**config.mk**
```make
export PLATFORM = sky130hd
export DESIGN_NAME = vga_timing
export DESIGN_NICKNAME = d
export VERILOG_FILES = /design/src/hw/pointer_pkg.sv /design/src/hw/vga_timing.sv
export SDC_FILE = /design/constraint.sdc
export NUM_CORES = 1
export LEC_CHECK = 0
export ABC_AREA = 1
export CAP_MARGIN = 20
export CORE_UTILIZATION = 59
export DETAILED_ROUTE_END_ITERATION = 6
export DONT_BUFFER_PORTS = 1
export GPL_TIMING_DRIVEN = 1
export PLACE_DENSITY = 0.75
export SLEW_MARGIN = 20
export SYNTH_ARGS = -nofsm -noshare
export SYNTH_HDL_FRONTEND = slang
export SYNTH_SLANG_ARGS = --single-unit
```
**constraint.sdc**
```tcl
create_clock -name clk -period 1.75 [get_ports clk]
set_input_delay 0.2625 -clock clk [delete_from_list [all_inputs] [get_ports clk]]
set_output_delay 0.2625 -clock clk [all_outputs]
set_load 0.05 [all_outputs]
```
**src/hw/pointer_pkg.sv**
```systemverilog
/*
 * Shared constants, types and the video bus for the pointer overlay.
 * Raster is fixed at 640x480 in an 800x525 frame; sync pulses are active high.
 * The gloves image is generated by gloves_pixel, so no image file is needed.
 */

package pointer_pkg;

    typedef logic [11:0] coord_t;       // counter or screen position
    typedef logic [11:0] rgb_t;         // 4:4:4 colour
    typedef logic [9:0]  gloves_addr_t; // row in [9:5], column in [4:0]

    typedef enum logic {
        KICKER = 1'b0,
        KEEPER = 1'b1
    } game_state_t;

    localparam coord_t h_active     = 12'd640;
    localparam coord_t h_total      = 12'd800;
    localparam coord_t h_sync_start = 12'd656;
    localparam coord_t h_sync_end   = 12'd751; // inclusive
    localparam coord_t v_active     = 12'd480;
    localparam coord_t v_total      = 12'd525;
    localparam coord_t v_sync_start = 12'd490;
    localparam coord_t v_sync_end   = 12'd491; // inclusive

    localparam coord_t cursor_size  = 12'd16;
    localparam coord_t gloves_size  = 12'd32;
    localparam int     gloves_depth = 1024;

    localparam rgb_t bg_rgb     = 12'h1a3;
    localparam rgb_t cursor_rgb = 12'hfff;

    typedef struct packed {
        coord_t hcount;
        coord_t vcount;
        logic   hsync;
        logic   hblnk;
        logic   vsync;
        logic   vblnk;
        rgb_t   rgb;
    } vga_bus_t;

    // red follows the row, green the column, blue is constant
    function automatic rgb_t gloves_pixel(input gloves_addr_t addr);
        return {addr[9:6], addr[4:1], 4'h8};
    endfunction

endpackage
```
**src/hw/vga_timing.sv**
```systemverilog
/*
 * Raster generator for 640x480 in an 800x525 frame, one pixel per clock.
 * The bus output is registered; the first valid pixel (0,0) leaves on the
 * first clock after reset is released. Visible pixels carry bg_rgb.
 */

`timescale 1ns/1ps

module vga_timing import pointer_pkg::*; (
    input  logic     clk,
    input  logic     rst,
    output vga_bus_t bus
);

    coord_t hcnt;
    coord_t vcnt;
    logic   h_last;
    logic   v_last;
    logic   visible;

    assign h_last  = (hcnt == h_total - 12'd1);
    assign v_last  = (vcnt == v_total - 12'd1);
    assign visible = (hcnt < h_active) && (vcnt < v_active);

    always_ff @(posedge clk) begin
        if (rst) begin
            hcnt <= '0;
            vcnt <= '0;
        end else begin
            if (h_last) begin
                hcnt <= '0;
                vcnt <= v_last ? '0 : vcnt + 12'd1; // next line, or new frame
            end else begin
                hcnt <= hcnt + 12'd1;
            end
        end
    end

    // bus is the registered view of the current counter pair
    always_ff @(posedge clk) begin
        if (rst) begin
            bus <= '0;
        end else begin
            bus.hcount <= hcnt;
            bus.vcount <= vcnt;
            bus.hsync  <= (hcnt >= h_sync_start) && (hcnt <= h_sync_end);
            bus.hblnk  <= (hcnt >= h_active);
            bus.vsync  <= (vcnt >= v_sync_start) && (vcnt <= v_sync_end);
            bus.vblnk  <= (vcnt >= v_active);
            bus.rgb    <= visible ? bg_rgb : 12'h000;
        end
    end

endmodule

```
==> results.txt <==
final hold slack - 0.00581 ns
Clock Skew - 0.00926 ns
CP Max Fanout - 16
layout cell share with drive strength beyond 1 - 8.19%
Layout area overhead - 6.12%
clk root buf - clkbuf_8
worst reg2reg path startpoint - hcnt[0]$_SDFF_PP0_
sequential power share - 56.5%
Final Setup Violations - 0
Seq/Total Area, Yosys - 48.1%
vias after detailed routing - 1668
GPL Wtd Cong - 0.861
Comb power frac - 4.4%
core area - 3470 um^2
status - completed
CP startpoint - hcnt[0]$_SDFF_PP0_
Hold WC Path Type - in2reg
CP most frequent cell - nand2_1
sw frac - 22.3%
Mapped Area - 2210 um^2
RSZ-0062 raised after global routing - false
biggest cell delay along the critical path - 0.37 ns
grt ovf - 0
initial cell density of the core - 63.6%
R2R Setup Slk - 0.23 ns
Num CTS Buffers - 5
Crit path arrival time - 1.73 ns
num rows - 21
DRC Markers - 0
Via density - 4.92
starting DRC count in detailed routing - 113
Startpoint Class - flop
Slew @ Worst Pin - 0.502 ns
cell family with most CP delay - simple AND/OR/NAND/NOR gates
# diodes - 0
H-tree depth - 2
fin crit share - 87.0%
first-pass iteration count of the detailed router - 4
antenna viol nets, final - 0
antenna violations before repair - 0
Slowest cell on crit path - dfxtp_1
Final Hold Fails - 0
vias in the first global route - 1472
most frequent cells in the layout - nor2_1, nand2_1, dfxtp_1, inv_1, nand3_1
Routed WL per cell - 11.3 um
worst rel slew slack - 66.5%
first-pass GRT wire length - 6.38 mm
TNS Setup - 0 ns
Synth Warn # - 0
CTS max path bufs - 2
clk slew on worst S/H paths - 0.09 ns
die span in x - 63.2 um
Post-Syn Instances - 291
FMAX - 656 MHz
Max Slew Vio Count - 0
GRT Util Overall - 20.9%
HP Start - rst
Clk pwr share - 39.1%
commonest non-fill, non-tap cell in the layout - nor2_1
I/O pin cnt - 42
min cycle time layout - 1.52 ns
Internal - 1.70 mW
HPWL after DPL - 2.59 mm
Total Nets Final - 299
Peak supply drop - 0.000595 V
Synth cell types - 27
leak pwr - 1.03 nW
# port buffers - 0
Worst Setup End Kind - flop
CP Class - reg2reg
#FFs+latches synth - 53
largest net degree at the start of global routing - 33
final wirelength - 3.83 mm
Die Ht - 63.2 um
Die ar. - 3990 um^2
CTS tree - yes
Worst Path Buf+Inv - 0
Crit path required time - 1.96 ns
syn avg cell area - 7.58 um^2
CTS Sinks - 53
insertion delay to the later sink of the worst-skew pair - 0.31 ns
max_cap viols - 0
PwrDens - 933 nW/um^2
crit path cell chain - ha_1 > nand2_1 > nor2_4 > nand2_4 > nor2_8 > nand3_1 > nand2_1 > nor2_2
Net Sw Power - 488 uW
path summary, 6_finish.rpt:
check / endpoint / depth (start not counted)
hold reg to reg: hcnt[0]$_SDFF_PP0_ / 1
setup reg to reg: vcnt[10]$_SDFFE_PP0N_ / 8
setup / recovery: vcnt[10]$_SDFFE_PP0N_ / 8
hold / removal: bus[25]$_SDFF_PP0_ / 1
routing by layer:
layer  vias up  wire (um)  GRT usage [%]  part of all wire, %
met5         -          0              0                    0
met4         0         85           11.6                  2.2
met3         9        197           4.71                  5.1
met2        52       1630           31.6                   42
met1       734       1920           27.3                   50
li1        873          -              -                    -
stage by stage:
step,area [um^2],utilization (%),power [mW],std cells,worst slack (ns)
after floorplan,2230,-,1.37,297,0.388
after global placement,2200,63.5,1.35,329,0.336
after detailed placement,2200,63.5,1.35,329,0.262
after CTS,2330,67.2,2.20,338,0.226
after global routing,2340,67.5,2.26,339,0.0645
final,2340,67.5,2.19,339,0.227
synthesized netlist by cell type:
cell type | number | area share, %
nor2_1 | 61 | 10
nand2_1 | 59 | 10
dfxtp_1 | 53 | 48
inv_1 | 34 | 5.8
nand3_1 | 20 | 4.5
buf_4 | 11 | 3.7
a21oi_1 | 9 | 2.0
ha_1 | 5 | 2.8
inv_2 | 4 | 0.68
nand4_1 | 4 | 1.1
nor3_1 | 4 | 0.91
o21ai_0 | 4 | 0.91
clkbuf_1 | 3 | 0.51
xor2_1 | 3 | 1.2
nand2_4 | 2 | 1.0
nor2_2 | 2 | 0.57
nor2_4 | 2 | 1.0
nor2_8 | 2 | 1.8
buf_2 | 1 | 0.23
buf_8 | 1 | 0.68
clkinv_1 | 1 | 0.17
conb_1 | 1 | 0.17
nand2_2 | 1 | 0.28
nor3b_1 | 1 | 0.34
nor4_1 | 1 | 0.28
o21bai_1 | 1 | 0.34
o31ai_1 | 1 | 0.34
logic make-up after synthesis:
kind of cell / Yosys count / share of synthesized area (%)
and+or+nand+nor: 159 / 32.3
buffers and inverters: 55 / 11.8
DFF: 53 / 48.1
AOI/OAI and AO/OA: 15 / 3.63
adders and majority gates: 5 / 2.83
xor gates and xnor gates: 3 / 1.19
other: 1 / 0.170
power by group through the flow:
stage	Clock, mW	Sequential, mW	Combinational (mW)
6_report	0.856	1.23	0.0955
3_5_place_dp	0	1.26	0.0899
2_1_floorplan	0	1.27	0.101
3_3_place_gp	0	1.26	0.0896
5_1_grt	0.917	1.24	0.103
4_1_cts	0.873	1.23	0.0923
timing repair:
item / 4_1_cts / 5_1_grt
hold buffers: 1 / 1
gates resized for setup: 0 / 0
setup buffers: 0 / 0
endpoints found under the hold margin: 1 / 2
registers in the layout, indices dropped and copies added, names as in the netlist:
register	cells
bus	29
hcnt	12
vcnt	12
cell type report:
cell class / instances / area [um^2]
clock buffers: 6 / 82.6
clock inverters: 2 / 37.5
fillers: 325 / 1130
inverters: 39 / 146
multi-input cells: 189 / 908
flip-flops and latches: 53 / 1060
well taps: 46 / 57.6
repair buffers: 4 / 47.5
No activity file was read; power rests on OpenSTA's default activity.
